File: src/verilog/st_glue_pkg.sv
// shared types and constants for the ST memory glue
// widths, control word bit map, viking window and apb offsets
// every glue module refers to these by scoped name
`default_nettype none

package st_glue_pkg;

	typedef logic [23:1]        word_addr_t;   // 68000 word address, a0 implied
	typedef logic [15:0]        data16_t;      // one memory word
	typedef logic [31:0]        ctrl_word_t;   // system control word
	typedef logic [9:0]         ym_sample_t;   // psg channel, unsigned
	typedef logic [7:0]         dma_sample_t;  // ste dma sound, unsigned
	typedef logic signed [14:0] mix_sample_t;  // signed mix for the dac
	typedef logic [1:0]         bus_phase_t;

	// bus cycle phases as driven by the mmu
	localparam bus_phase_t PHASE_CPU_PRE = 2'd0;
	localparam bus_phase_t PHASE_CPU     = 2'd1;
	localparam bus_phase_t PHASE_VIDEO   = 2'd2;  // shifter and viking share it

	// ram configs, field ctrl[3:1]
	typedef enum logic [2:0] {
		MEM_512K   = 3'd0,
		MEM_1M     = 3'd1,
		MEM_2M     = 3'd2,
		MEM_4M     = 3'd3,
		MEM_8M     = 3'd4,
		MEM_14M    = 3'd5,
		MEM_NONE_6 = 3'd6,  // no ram
		MEM_NONE_7 = 3'd7   // no ram
	} mem_size_t;

	typedef enum logic [1:0] {
		VK_IDLE     = 2'd0,
		VK_COUNTING = 2'd1,
		VK_ACTIVE   = 2'd2
	} viking_state_t;

	// control word bit positions
	localparam int CFG_RESET_BIT  = 0;   // core reset request
	localparam int CFG_MEM_LSB    = 1;   // mem size in bits 3..1
	localparam int CFG_STE_BIT    = 23;
	localparam int CFG_MSTE_BIT   = 24;
	localparam int CFG_VIKING_BIT = 28;

	// viking window, top six address bits
	localparam logic [5:0] VIKING_BASE_ST   = 6'b110000;  // $c00000
	localparam logic [5:0] VIKING_BASE_HI   = 6'b111010;  // $e80000
	localparam logic [7:0] VIKING_THRESHOLD = 8'd255;    // accesses before driver is trusted

	localparam logic [7:0] REG_CTRL   = 8'h00;
	localparam logic [7:0] REG_STATUS = 8'h04;

	localparam ym_sample_t  YM_OFFSET  = 10'd512;  // psg midpoint
	localparam dma_sample_t DMA_OFFSET = 8'd128;   // dma sound midpoint

endpackage

`default_nettype wire

File: src/verilog/st_sys_ctrl.sv
// system control register on apb plus viking driver detection
// ctrl holds the system word, status reports the detector
// mode outputs are decoded straight from the register
`timescale 1ns/100ps
`default_nettype none

module st_sys_ctrl (
	input  wire                          clk_32,
	input  wire                          xsint,       // async reset, low active
	input  wire                          psel_i,
	input  wire                          penable_i,
	input  wire                          pwrite_i,
	input  wire [7:0]                    paddr_i,
	input  wire st_glue_pkg::ctrl_word_t pwdata_i,
	input  wire                          mhz8_en1_i,  // 8 MHz bus strobe
	input  wire                          as_n_i,
	input  wire st_glue_pkg::word_addr_t cpu_a_i,
	output logic [31:0]                  prdata_o,
	output logic                         pready_o,
	output logic                         pslverr_o,
	output st_glue_pkg::mem_size_t       mem_size_o,
	output logic                         viking_enable_o,
	output logic                         steroids_o,
	output logic                         viking_active_o
);

	st_glue_pkg::ctrl_word_t    ctrl_q;
	st_glue_pkg::viking_state_t vk_state;
	logic [7:0]                 vk_count;   // window accesses seen so far
	logic                       apb_access;
	logic                       ctrl_hit;
	logic                       status_hit;
	logic                       ctrl_wr;
	logic                       mem_ok;
	logic [5:0]                 vk_prefix;
	logic                       vk_hit;

	// apb, no wait states
	assign apb_access = psel_i & penable_i;
	assign ctrl_hit   = (paddr_i == st_glue_pkg::REG_CTRL);
	assign status_hit = (paddr_i == st_glue_pkg::REG_STATUS);
	assign ctrl_wr    = apb_access & pwrite_i & ctrl_hit;
	assign pready_o   = apb_access;
	assign pslverr_o  = apb_access & ((~ctrl_hit & ~status_hit) | (pwrite_i & status_hit));

	always_comb begin
		prdata_o = '0;  // unmapped reads return zero
		if (ctrl_hit)
			prdata_o = ctrl_q;
		else if (status_hit)
			prdata_o = {16'h0000, vk_count, 7'd0, viking_active_o};
	end

	always_ff @(posedge clk_32 or negedge xsint) begin
		if (!xsint)
			ctrl_q <= '0;  // 512K, plain ST, no viking
		else if (ctrl_wr)
			ctrl_q <= pwdata_i;
	end

	// ste on steroids needs both ste and mste bits
	assign steroids_o = ctrl_q[st_glue_pkg::CFG_STE_BIT] & ctrl_q[st_glue_pkg::CFG_MSTE_BIT];
	assign mem_size_o = st_glue_pkg::mem_size_t'(ctrl_q[st_glue_pkg::CFG_MEM_LSB +: 3]);

	// viking video memory collides with ram above 8M
	// steroids moves it to $e80000, so 14M is fine there
	assign mem_ok = (mem_size_o <= st_glue_pkg::MEM_8M);
	assign viking_enable_o = (ctrl_q[st_glue_pkg::CFG_VIKING_BIT] & mem_ok) | steroids_o;

	assign vk_prefix = steroids_o ? st_glue_pkg::VIKING_BASE_HI : st_glue_pkg::VIKING_BASE_ST;
	assign vk_hit    = mhz8_en1_i & ~as_n_i & viking_enable_o &
	                   (cpu_a_i[23:18] == vk_prefix);

	// plain probes of the window are common, so only a long run of
	// accesses means a driver is really using the card
	always_ff @(posedge clk_32 or negedge xsint) begin
		if (!xsint) begin
			vk_state <= st_glue_pkg::VK_IDLE;
			vk_count <= '0;
		end else if (ctrl_q[st_glue_pkg::CFG_RESET_BIT]) begin
			vk_state <= st_glue_pkg::VK_IDLE;  // core reset forgets the driver
			vk_count <= '0;
		end else begin
			case (vk_state)
				st_glue_pkg::VK_IDLE: begin
					if (vk_hit) begin
						vk_count <= vk_count + 8'd1;
						vk_state <= st_glue_pkg::VK_COUNTING;
					end
				end
				st_glue_pkg::VK_COUNTING: begin
					if (vk_count == st_glue_pkg::VIKING_THRESHOLD)
						vk_state <= st_glue_pkg::VK_ACTIVE;  // one clock after saturating
					else if (vk_hit)
						vk_count <= vk_count + 8'd1;
				end
				st_glue_pkg::VK_ACTIVE: begin
					vk_state <= st_glue_pkg::VK_ACTIVE;  // held until core reset
				end
				default: begin
					vk_state <= st_glue_pkg::VK_IDLE;
				end
			endcase
		end
	end

	assign viking_active_o = (vk_state == st_glue_pkg::VK_ACTIVE);

endmodule

`default_nettype wire

File: src/verilog/st_ram_window.sv
// chipset ram address check
// high when the address hits configured st ram or the viking window
`timescale 1ns/100ps
`default_nettype none

module st_ram_window (
	input  wire st_glue_pkg::word_addr_t ram_a_i,
	input  wire st_glue_pkg::mem_size_t  mem_size_i,
	input  wire                          viking_enable_i,
	input  wire                          steroids_i,
	output logic                         ram_en_o
);

	logic below_top;   // address under the ram top
	logic in_viking;   // address inside enabled viking memory

	always_comb begin
		case (mem_size_i)
			st_glue_pkg::MEM_512K:   below_top = (ram_a_i[23:19] == 5'b00000);  // < $080000
			st_glue_pkg::MEM_1M:     below_top = (ram_a_i[23:20] == 4'b0000);   // < $100000
			st_glue_pkg::MEM_2M:     below_top = (ram_a_i[23:21] == 3'b000);    // < $200000
			st_glue_pkg::MEM_4M:     below_top = (ram_a_i[23:22] == 2'b00);     // < $400000
			st_glue_pkg::MEM_8M:     below_top = ~ram_a_i[23];                 // < $800000
			st_glue_pkg::MEM_14M:    below_top = (ram_a_i[23:21] != 3'b111);    // < $e00000
			st_glue_pkg::MEM_NONE_6: below_top = 1'b0;
			st_glue_pkg::MEM_NONE_7: below_top = 1'b0;
			default:                 below_top = 1'b0;
		endcase
	end

	// 256K at $c00000 normally, 512K at $e80000 in steroids mode
	always_comb begin
		in_viking = 1'b0;
		if (viking_enable_i) begin
			if (steroids_i)
				in_viking = (ram_a_i[23:19] == st_glue_pkg::VIKING_BASE_HI[5:1]);
			else
				in_viking = (ram_a_i[23:18] == st_glue_pkg::VIKING_BASE_ST);
		end
	end

	assign ram_en_o = below_top | in_viking;

endmodule

`default_nettype wire

File: src/verilog/st_bus_mux.sv
// sdram request mux between upload, blitter, viking fetch and mmu
// one request per bus phase, outputs are combinational except for
// the ras sample and the upload write pulse
`timescale 1ns/100ps
`default_nettype none

module st_bus_mux (
	input  wire                          clk_32,
	input  wire                          xsint,
	input  wire st_glue_pkg::bus_phase_t bus_cycle_i,
	input  wire                          mhz8_en1_i,
	input  wire st_glue_pkg::word_addr_t ram_a_i,
	input  wire                          ras_n_i,
	input  wire                          ram_we_n_i,
	input  wire                          ram_uds_i,
	input  wire                          ram_lds_i,
	input  wire st_glue_pkg::data16_t    ram_din_i,
	input  wire                          ram_en_i,
	input  wire                          dl_active_i,   // upload in progress
	input  wire st_glue_pkg::word_addr_t dl_addr_i,
	input  wire st_glue_pkg::data16_t    dl_data_i,
	input  wire                          dl_strobe_i,   // toggles per word
	input  wire                          bm_has_bus_i,
	input  wire st_glue_pkg::word_addr_t bm_addr_i,
	input  wire st_glue_pkg::data16_t    bm_data_i,
	input  wire                          bm_read_i,
	input  wire                          bm_write_i,
	input  wire                          viking_active_i,
	input  wire st_glue_pkg::word_addr_t vk_addr_i,
	input  wire                          vk_read_i,
	output st_glue_pkg::word_addr_t      sdram_addr_o,
	output st_glue_pkg::data16_t         sdram_din_o,
	output logic                         sdram_oe_o,
	output logic                         sdram_we_o,
	output logic                         sdram_uds_o,
	output logic                         sdram_lds_o
);

	logic cpu_precycle;
	logic cpu_cycle;
	logic video_cycle;
	logic ras_n_d;     // ras_n one clock back
	logic strobe_d;    // last sampled dl_strobe
	logic upload_wr;   // one clock write pulse per uploaded word
	logic ram_oe;
	logic ram_we;

	assign cpu_precycle = (bus_cycle_i == st_glue_pkg::PHASE_CPU_PRE);
	assign cpu_cycle    = (bus_cycle_i == st_glue_pkg::PHASE_CPU);
	assign video_cycle  = (bus_cycle_i == st_glue_pkg::PHASE_VIDEO);

	always_ff @(posedge clk_32 or negedge xsint) begin
		if (!xsint) begin
			ras_n_d   <= 1'b1;
			strobe_d  <= 1'b0;
			upload_wr <= 1'b0;
		end else begin
			ras_n_d   <= ras_n_i;
			upload_wr <= 1'b0;
			// strobe sampled in the precycle so the write lands in the cpu slot
			if (cpu_precycle && mhz8_en1_i) begin
				strobe_d <= dl_strobe_i;
				if (dl_strobe_i != strobe_d)
					upload_wr <= 1'b1;
			end
		end
	end

	// chipset request starts on the falling ras edge
	assign ram_oe = ras_n_d & ~ras_n_i & ram_we_n_i & (|ram_a_i);  // address 0 never read
	assign ram_we = ras_n_d & ~ras_n_i & ~ram_we_n_i;

	always_comb begin
		sdram_addr_o = ram_a_i;          // chipset by default
		sdram_oe_o   = ram_oe & ram_en_i;
		sdram_we_o   = ram_we & ram_en_i;
		sdram_uds_o  = ram_uds_i;
		sdram_lds_o  = ram_lds_i;
		if (cpu_cycle && dl_active_i) begin
			sdram_addr_o = dl_addr_i;    // upload owns the cpu slot
			sdram_oe_o   = 1'b0;
			sdram_we_o   = upload_wr;
			sdram_uds_o  = 1'b1;
			sdram_lds_o  = 1'b1;
		end else if (cpu_cycle && bm_has_bus_i) begin
			sdram_addr_o = bm_addr_i;    // blitter, full words only
			sdram_oe_o   = bm_read_i;
			sdram_we_o   = bm_write_i;
			sdram_uds_o  = 1'b1;
			sdram_lds_o  = 1'b1;
		end else if (video_cycle && viking_active_i && vk_read_i) begin
			sdram_addr_o = vk_addr_i;    // viking takes the shifter slot
			sdram_oe_o   = 1'b1;
			sdram_we_o   = 1'b0;
		end
	end

	assign sdram_din_o = dl_active_i  ? dl_data_i :
	                     bm_has_bus_i ? bm_data_i : ram_din_i;

endmodule

`default_nettype wire

File: src/verilog/st_audio_mix.sv
// psg plus ste dma sound mixer, one registered 15 bit sum per side
// samples are centred, widened to 15 bits and added
`timescale 1ns/100ps
`default_nettype none

module st_audio_mix (
	input  wire                           clk_32,
	input  wire                           xsint,
	input  wire st_glue_pkg::ym_sample_t  ym_l_i,
	input  wire st_glue_pkg::ym_sample_t  ym_r_i,
	input  wire st_glue_pkg::dma_sample_t dma_l_i,
	input  wire st_glue_pkg::dma_sample_t dma_r_i,
	output st_glue_pkg::mix_sample_t      mix_l_o,
	output st_glue_pkg::mix_sample_t      mix_r_o
);

	// low bits repeat the top bits so full scale stays near full scale
	function automatic st_glue_pkg::mix_sample_t widen_add(
		input st_glue_pkg::ym_sample_t  ym,
		input st_glue_pkg::dma_sample_t dma
	);
		st_glue_pkg::ym_sample_t  ym_s;
		st_glue_pkg::dma_sample_t dma_s;
		ym_s  = ym - st_glue_pkg::YM_OFFSET;    // now two's complement
		dma_s = dma - st_glue_pkg::DMA_OFFSET;
		return {ym_s[9], ym_s, ym_s[9:6]} + {dma_s[7], dma_s, dma_s[7:2]};  // wraps at 15 bits
	endfunction

	always_ff @(posedge clk_32 or negedge xsint) begin
		if (!xsint) begin
			mix_l_o <= '0;
			mix_r_o <= '0;
		end else begin
			mix_l_o <= widen_add(ym_l_i, dma_l_i);
			mix_r_o <= widen_add(ym_r_i, dma_r_i);
		end
	end

endmodule

`default_nettype wire

File: src/verilog/st_glue_top.sv
// memory side glue of the ST core
// apb control register, ram window decode, sdram request mux
// and audio mixer, wired together here
`timescale 1ns/100ps
`default_nettype none

module st_glue_top (
	input  wire                           clk_32,
	input  wire                           xsint,
	input  wire                           psel_i,
	input  wire                           penable_i,
	input  wire                           pwrite_i,
	input  wire [7:0]                     paddr_i,
	input  wire st_glue_pkg::ctrl_word_t  pwdata_i,
	output logic [31:0]                   prdata_o,
	output logic                          pready_o,
	output logic                          pslverr_o,
	input  wire st_glue_pkg::bus_phase_t  bus_cycle_i,
	input  wire                           mhz8_en1_i,
	input  wire st_glue_pkg::word_addr_t  cpu_a_i,
	input  wire                           as_n_i,
	input  wire st_glue_pkg::word_addr_t  ram_a_i,
	input  wire                           ras_n_i,
	input  wire                           ram_we_n_i,
	input  wire                           ram_uds_i,
	input  wire                           ram_lds_i,
	input  wire st_glue_pkg::data16_t     ram_din_i,
	input  wire                           dl_active_i,
	input  wire st_glue_pkg::word_addr_t  dl_addr_i,
	input  wire st_glue_pkg::data16_t     dl_data_i,
	input  wire                           dl_strobe_i,
	input  wire                           bm_has_bus_i,
	input  wire st_glue_pkg::word_addr_t  bm_addr_i,
	input  wire st_glue_pkg::data16_t     bm_data_i,
	input  wire                           bm_read_i,
	input  wire                           bm_write_i,
	input  wire st_glue_pkg::word_addr_t  vk_addr_i,
	input  wire                           vk_read_i,
	output st_glue_pkg::word_addr_t       sdram_addr_o,
	output st_glue_pkg::data16_t          sdram_din_o,
	output logic                          sdram_oe_o,
	output logic                          sdram_we_o,
	output logic                          sdram_uds_o,
	output logic                          sdram_lds_o,
	input  wire st_glue_pkg::ym_sample_t  ym_l_i,
	input  wire st_glue_pkg::ym_sample_t  ym_r_i,
	input  wire st_glue_pkg::dma_sample_t dma_l_i,
	input  wire st_glue_pkg::dma_sample_t dma_r_i,
	output st_glue_pkg::mix_sample_t      mix_l_o,
	output st_glue_pkg::mix_sample_t      mix_r_o
);

	wire st_glue_pkg::mem_size_t mem_size;
	wire viking_enable;
	wire steroids;
	wire viking_active;   // driver detected, viking owns video slot
	wire ram_en;

	st_sys_ctrl u_sys_ctrl (
		.clk_32          (clk_32),
		.xsint           (xsint),
		.psel_i          (psel_i),
		.penable_i       (penable_i),
		.pwrite_i        (pwrite_i),
		.paddr_i         (paddr_i),
		.pwdata_i        (pwdata_i),
		.mhz8_en1_i      (mhz8_en1_i),
		.as_n_i          (as_n_i),
		.cpu_a_i         (cpu_a_i),
		.prdata_o        (prdata_o),
		.pready_o        (pready_o),
		.pslverr_o       (pslverr_o),
		.mem_size_o      (mem_size),
		.viking_enable_o (viking_enable),
		.steroids_o      (steroids),
		.viking_active_o (viking_active)
	);

	st_ram_window u_ram_window (
		.ram_a_i         (ram_a_i),
		.mem_size_i      (mem_size),
		.viking_enable_i (viking_enable),
		.steroids_i      (steroids),
		.ram_en_o        (ram_en)
	);

	st_bus_mux u_bus_mux (
		.clk_32          (clk_32),
		.xsint           (xsint),
		.bus_cycle_i     (bus_cycle_i),
		.mhz8_en1_i      (mhz8_en1_i),
		.ram_a_i         (ram_a_i),
		.ras_n_i         (ras_n_i),
		.ram_we_n_i      (ram_we_n_i),
		.ram_uds_i       (ram_uds_i),
		.ram_lds_i       (ram_lds_i),
		.ram_din_i       (ram_din_i),
		.ram_en_i        (ram_en),
		.dl_active_i     (dl_active_i),
		.dl_addr_i       (dl_addr_i),
		.dl_data_i       (dl_data_i),
		.dl_strobe_i     (dl_strobe_i),
		.bm_has_bus_i    (bm_has_bus_i),
		.bm_addr_i       (bm_addr_i),
		.bm_data_i       (bm_data_i),
		.bm_read_i       (bm_read_i),
		.bm_write_i      (bm_write_i),
		.viking_active_i (viking_active),
		.vk_addr_i       (vk_addr_i),
		.vk_read_i       (vk_read_i),
		.sdram_addr_o    (sdram_addr_o),
		.sdram_din_o     (sdram_din_o),
		.sdram_oe_o      (sdram_oe_o),
		.sdram_we_o      (sdram_we_o),
		.sdram_uds_o     (sdram_uds_o),
		.sdram_lds_o     (sdram_lds_o)
	);

	st_audio_mix u_audio_mix (
		.clk_32  (clk_32),
		.xsint   (xsint),
		.ym_l_i  (ym_l_i),
		.ym_r_i  (ym_r_i),
		.dma_l_i (dma_l_i),
		.dma_r_i (dma_r_i),
		.mix_l_o (mix_l_o),
		.mix_r_o (mix_r_o)
	);

endmodule

`default_nettype wire

File: config.mk
export PLATFORM = sky130hd
export DESIGN_NAME = st_glue_top
export DESIGN_NICKNAME = d
export VERILOG_FILES = /design/src/verilog/st_glue_pkg.sv /design/src/verilog/st_sys_ctrl.sv /design/src/verilog/st_ram_window.sv /design/src/verilog/st_bus_mux.sv /design/src/verilog/st_audio_mix.sv /design/src/verilog/st_glue_top.sv
export SDC_FILE = /design/constraint.sdc
export NUM_CORES = 1
export LEC_CHECK = 0
export CAP_MARGIN = 10
export CORE_AREA = 5 5 138 140
export CTS_CLUSTER_SIZE = 25
export DETAILED_ROUTE_END_ITERATION = 16
export DIE_AREA = 0 0 143 145
export DONT_BUFFER_PORTS = 1
export GPL_ROUTABILITY_DRIVEN = 1
export SETUP_SLACK_MARGIN = 0.2
export SLEW_MARGIN = 0
export SYNTH_ARGS = -nofsm -noshare
export SYNTH_HDL_FRONTEND = slang
export SYNTH_SLANG_ARGS = --single-unit
File: constraint.sdc
create_clock -name clk_32 -period 5.6 [get_ports clk_32]
set_clock_uncertainty 0.2 [all_clocks]
set_input_delay 0 -clock clk_32 [delete_from_list [all_inputs] [get_ports clk_32]]
set_output_delay 0 -clock clk_32 [all_outputs]
set_load 0.01 [all_outputs]
### After elaboration in Yosys (flattened, before gate mapping)

Index checks and enable logic that the tools add are counted.
W data, S select, Z words.

| cells by class | value |
|---|---|
| $add $sub $neg | 7 |
| order comparisons | 1 |
| bitwise gates (word level) | 26 |
| reductions and logical operators | 18 |
| eq/ne operators | 21 |
| multiplexer cells | 31 |

Operators by type and width:

| kind | count |
|---|---|
| $mux W23 | 3 |
| $mux W16 | 3 |
| $mux W32 | 1 |
| $add A14 B14 Y15 | 2 |
| $mux W8 | 3 |
| $reduce_or A23 Y1 | 1 |
| $sub A10 B10 Y10 const B | 2 |
| $and A1 B1 Y1 | 17 |
| $pmux W8 S2 | 1 |
| $sub A8 B8 Y8 const B | 2 |
| $mux W1 | 14 |
| $eq A3 B3 Y1 const B | 4 |
| $add A8 B1 Y8 const B | 1 |
| $eq A8 B3 Y1 const B | 1 |
| $eq A8 B8 Y1 const B | 1 |
| $logic_not A8 Y1 | 1 |
| $pmux W1 S7 | 1 |
| $eq A3 B2 Y1 const B | 2 |
| $eq A6 B6 Y1 | 1 |
| $eq A6 B6 Y1 const B | 1 |
| $logic_not A2 Y1 | 3 |
| $logic_not A3 Y1 | 2 |
| $mux W2 | 3 |
| $ne A3 B1 Y1 const B | 2 |
| 18 further kinds | 32 |

| word-level totals | value |
|---|---|
| register bits after elaboration | 75 |
| output and inout bits | 107 |
| word-level logic and storage cells | 112 |

### Depth between registers and ports, before layout

| depth | value |
|---|---|
| word-level depth | 9 |
| depth in mapped cells | 9 |
| gate-level depth less buffers | 9 |

### Hierarchy

Synthesis repeated with hierarchy kept, for this count alone.

| unflattened totals | value |
|---|---|
| cell total of the unflattened synthesis | 605 |
| area, all modules | 5690.5 sq um |

Modules (own cells, without submodules):

| module | area each (sq um) | cells an instance | times used |
|---|---|---|---|
| st_sys_ctrl | 2192.1 | 185 | 1 |
| st_audio_mix | 2070.7 | 215 | 1 |
| st_bus_mux | 1318.8 | 190 | 1 |
| st_ram_window | 108.9 | 15 | 1 |

### Least setup slack after synthesis

OpenSTA, ideal clock, no wires.

| timing | value |
|---|---|
| kind | register -> register |
| start point | register u_sys_ctrl.vk_count[0] |
| end point | register u_sys_ctrl.vk_count[5] |
| setup time | 0.132 ns |
| path slack | 3.530 ns |
| arrival | 1.739 ns |
| cell stages (with the launch flop) | 8 |
| cells stage by stage | dfrtp_1 ha_1 and3_1 a41o_1 a211oi_4 nand4_1 xor2_1 nor2_1 |

| on the way | value |
|---|---|
| word-level cells in the longest chain between the ends | 5 |
| elaborated cells between the ends (all ways) | 8 |
| classes of those cells | add/sub: 1; eq/ne: 2; mux: 4; reduce/logical: 1 |

Ends and longest elaborated chain:

| element | RTL line | RTL |
|---|---|---|
| start: declaration | st_sys_ctrl.sv:29 | `logic [7:0] vk_count;` |
| start signal: assignment | st_sys_ctrl.sv:87 | `vk_count <= vk_count + 8'd1;` |
| start signal: assignment | st_sys_ctrl.sv:95 | `vk_count <= vk_count + 8'd1;` |
| $add A8 B1 Y8 | st_sys_ctrl.sv:87, st_sys_ctrl.sv:95 |  |
| $mux W8 | st_sys_ctrl.sv:86, st_sys_ctrl.sv:94 |  |
| $mux W8 | st_sys_ctrl.sv:92 | `if (vk_count == st_glue_pkg::VIKING_THRESHOLD)` |
| $pmux W8 S2 | st_sys_ctrl.sv:84 | `case (vk_state)` |
| $mux W8 | st_sys_ctrl.sv:80 | `end else if (ctrl_q[st_glue_pkg::CFG_RESET_BIT]) begin` |

Parallel ways exist; a longest one is shown, timed or not. The select of a mux whose other input is x is not followed.
A chain may end at the register's enable or synchronous reset.

### Worst setup path after layout

| timing | value |
|---|---|
| start point | input dma_r_i[2] |
| end point | register u_audio_mix.mix_r_o[14] |

| on the way | value |
|---|---|
| word-level cells in the longest chain between the ends | 2 |

Ends and longest elaborated chain:

| element | RTL line | RTL |
|---|---|---|
| start: declaration | st_glue_top.sv:48 | `input wire st_glue_pkg::dma_sample_t dma_r_i,` |
| $sub A8 B8 Y8 | st_audio_mix.sv:25 | `dma_s = dma - st_glue_pkg::DMA_OFFSET;` |
| $add A14 B14 Y15 | st_audio_mix.sv:26 | `return {ym_s[9], ym_s, ym_s[9:6]} + {dma_s[7], dma_s, dma_s[7:2]};` |
| end signal: assignment | st_audio_mix.sv:35 | `mix_r_o <= widen_add(ym_r_i, dma_r_i);` |
| end: declaration | st_audio_mix.sv:14 | `output st_glue_pkg::mix_sample_t mix_r_o` |

No other way between the ends.

==> results_dict.tcl <==
set metrics [dict create \
    finalInstanceArea_sq_um 7290 \
    place_hpwl_mm 15.6 \
    synth-simple-area-share_pct 17.3 \
    ir_drop_v 0.000156 \
    clk_latency_ps 350 \
    ys_ff_latch 75 \
    finalCritPeriodShare_pct 53.7 \
    synth_compound_area_share_pct 17.6 \
    ys_types 57 \
    hold_viol 2 \
    fmax_mhz 332 \
    drt_iter0_drc 232 \
    dieWidth_um 143 \
    arrival_ps 3040 \
    worstReg2RegEnd "u_sys_ctrl.vk_count[0]" \
    worst_slew_pin_slew_ps 833 \
    nFillCells 1729 \
    grt_first_pass_wirelength_mm 31.2 \
    ys_seq_area_share_pct 34.4 \
    cp-start-kind "primary input" \
    ioPinCount 365 \
    grt.total_usage_pct 19.6 \
    critPathMostFrequentCell "dlygate4sd3_1" \
    syn-instance-count 604 \
    synth_top_family_by_area "compound AO/OA/AOI/OAI gates" \
    drt_wl_total_mm 21.2 \
    synth_most_common_cell "dfrtp_1" \
    critical_path_class "in2reg" \
    violations "hold timing" \
    firstDrtPassIters 4 \
    synth_edf_count 0 \
    synthMuxAreaShare_pct 14.7 \
    hold_slack_ps -4.85 \
    place_area_sq_um 5620 \
    crit_chain "dlygate4sd3_1 > ha_1 > inv_1 > fa_1 > nor2b_1 > o31a_1 > o32ai_2 > o21a_1 > o31ai_1 > a31oi_1 > dlygate4sd3_1" \
    start_util_pct 30.8 \
    async_reset_ff_share_pct 100 \
    drc 0 \
    final_nets 1015 \
    end_kind "register" \
    rsz0062_at_grt "no" \
    synth_top_area_share_pct 33.9 \
    postRouteAntennaNets 0 \
    finalSetupViolations 0 \
    crit_path_max_fanout 3 \
    p_leak_nw 3.30 \
    status "complete, but fails checks" \
    cts_buffers 9 \
    tns_ps 0 \
    rows 49 \
    yosys.area_share.xor_xnor_pct 4.01 \
    cellPowerDensity_nw_per_um2 238 \
    vias 5080 \
    io_buffer_count 0 \
    cts.sinks 75 \
    worst_ep_required_time_ps 5630 \
    grt_pass1_vias 5443 \
    pre_cts_ws_ps 2840 \
    r2r_slack_ps 2940 \
    cts_tree "yes" \
    root_buffer "clkbuf_16" \
    avgViaCountPerCell 5.31 \
    grt_max_degree 76 \
    overflow 0 \
    slew_headroom_pct 44.5 \
    synthAdderAreaFrac_pct 8.29 \
    cts_resized 0 \
    die-area_sq_um 20700 \
    yosysTopAreaCell "dfrtp_1" \
    hp-class "in2out" \
    fin_ws_ps 2590 \
    antenna_found_initial 4 \
    finish.utilization_pct 41.2 \
    clk_pin_slew_ps 60 \
    rr_worst_depth 7 \
    synth_common_cells "dfrtp_1 (74), nand2_1 (58), nor2_1 (57)" \
    hold-path-endpoint "sdram_addr_o[11]" \
    netlist_area_sq_um 5460 \
    wl_per_cell_um 22.1 \
    fin_crit_ps 3010 \
    max_stage_delay_ps 590 \
    cp_slowest_cell "dlygate4sd3_1" \
    coreArea_sq_um 17700 \
    yosysWarnings 0 \
    yosys_most_used_dff "dfrtp_1" \
    gp_congestion 0.850 \
    syn-num-nets 897 \
    drive_above_1_share_pct 8.25 \
    hold_depth 2 \
    syn_to_final_growth_pct 33.5 \
    syn_area_per_cell_sq_um 9.05 \
    postCtsHoldBufs 134 \
    drv_cap 0 \
    post-cts-setup-buffers 0 \
    drv_slew 0 \
    yosys-top-cells-area "dfrtp_1 (34%), mux2i_1 (7.9%), ha_1 (7.6%)" \
    r2r-start "u_sys_ctrl.vk_count[0]" \
    clk_path_buf_depth 2 \
    hold_start "dl_addr_i[11]" \
    htree_levels 3 \
    die_height_um 145 \
]
flip-flops by register name, indices dropped and copies added, names as in the netlist:
signal and flops:
u_audio_mix.mix_l_o 15, u_audio_mix.mix_r_o 15, u_bus_mux.ras_n_d 1, u_bus_mux.strobe_d 1, u_bus_mux.upload_wr 1, u_sys_ctrl.ctrl_q 32, u_sys_ctrl.vk_count 8, u_sys_ctrl.vk_state 2
how the worst max path moves through the flow:
| stage | start | endpoint | slack, ps | cells past startpoint |
|---|---|---|---|---|
| after global placement | paddr_i[5] | u_sys_ctrl.ctrl_q[14] | 2870 | 5 |
| after floorplan | u_sys_ctrl.vk_count[0] | u_sys_ctrl.vk_count[5] | 3530 | 7 |
| after global routing | dma_r_i[2] | u_audio_mix.mix_r_o[14] | 2440 | 11 |
| final | dma_r_i[2] | u_audio_mix.mix_r_o[14] | 2590 | 11 |
| after CTS | dma_r_i[2] | u_audio_mix.mix_r_o[14] | 2650 | 11 |
| after detailed placement | paddr_i[5] | u_sys_ctrl.ctrl_q[12] | 2840 | 5 |
cells in the final DEF, fill, tap and decap left out, types with 5 or more instances in the layout:
| master | netlist | layout |
|---|---|---|
| dlygate4sd3_1 | 0 | 133 |
| dfrtp_1 | 74 | 74 |
| nand2_1 | 58 | 58 |
| nor2_1 | 57 | 57 |
| o21ai_0 | 55 | 55 |
| mux2i_1 | 43 | 43 |
| a21oi_1 | 39 | 39 |
| ha_1 | 33 | 33 |
| mux2_2 | 32 | 32 |
| and2_1 | 26 | 26 |
| inv_1 | 18 | 18 |
| xnor2_1 | 15 | 15 |
| xor2_1 | 10 | 10 |
| nor3_1 | 9 | 9 |
| a22o_1 | 9 | 9 |
| nand4_1 | 9 | 9 |
| clkbuf_16 | 0 | 9 |
| a21o_1 | 8 | 8 |
| nor4_1 | 8 | 8 |
| o21a_1 | 7 | 7 |
| a211oi_1 | 6 | 6 |
| and3_1 | 6 | 5 |
critical path, delay by kind of cell:
kind                       cells  cell delay, ps
AOI/OAI and AO/OA              5            1030
adders and majority gates      2             620
buffers and inverters          3            1220
and+or+nand+nor                1             170
report_power, final:
part           internal, mW  leakage, nW  switching [mW]
Sequential            0.597        0.966          0.0528
Clock                 0.362        0.143           0.257
Combinational         0.237         2.20           0.231
Total                  1.20         3.30           0.541
through the flow:
step / power [mW] / instances
6_report: 1.74 / 957
3_5_place_dp: 0.992 / 806
2_1_floorplan: 0.926 / 604
5_1_grt: 1.84 / 957
3_3_place_gp: 0.988 / 806
4_1_cts: 1.76 / 956
area by class of cell:
class | count | area, sq um | share of cell area [%]
Sequential cell | 75 | 1880 | 25.7
Clock buffer | 10 | 239 | 3.28
Timing Repair Buffer | 135 | 1370 | 18.7
Tap cell | 229 | 287 | 3.93
Inverter | 18 | 67.6 | 0.926
Antenna cell | 1 | 2.50 | 0.0343
Multi-Input combinational cell | 483 | 3380 | 46.4
Clock inverter | 6 | 72.6 | 0.995
layer usage:
| metal | GRT usage, % | vias up | part of all wire [%] |
|---|---|---|---|
| li1 | - | 2403 | - |
| met2 | 35.2 | 227 | 51 |
| met3 | 6.35 | 35 | 8.9 |
| met1 | 21.5 | 2411 | 37 |
| met5 | 0 | - | 0.10 |
| met4 | 6.84 | 4 | 2.8 |
logic make-up (layout without fill, tap and decap cells):
kind of cell	after synthesis	count (layout)
AOI/OAI and AO/OA	152	152
xor gates and xnor gates	25	25
adders and majority gates	35	35
buffers and inverters	46	169
DFF	75	75
muxes	76	76
other	0	1
and+or+nand+nor	195	195
Note: power is estimated with default switching activity, not from simulation.
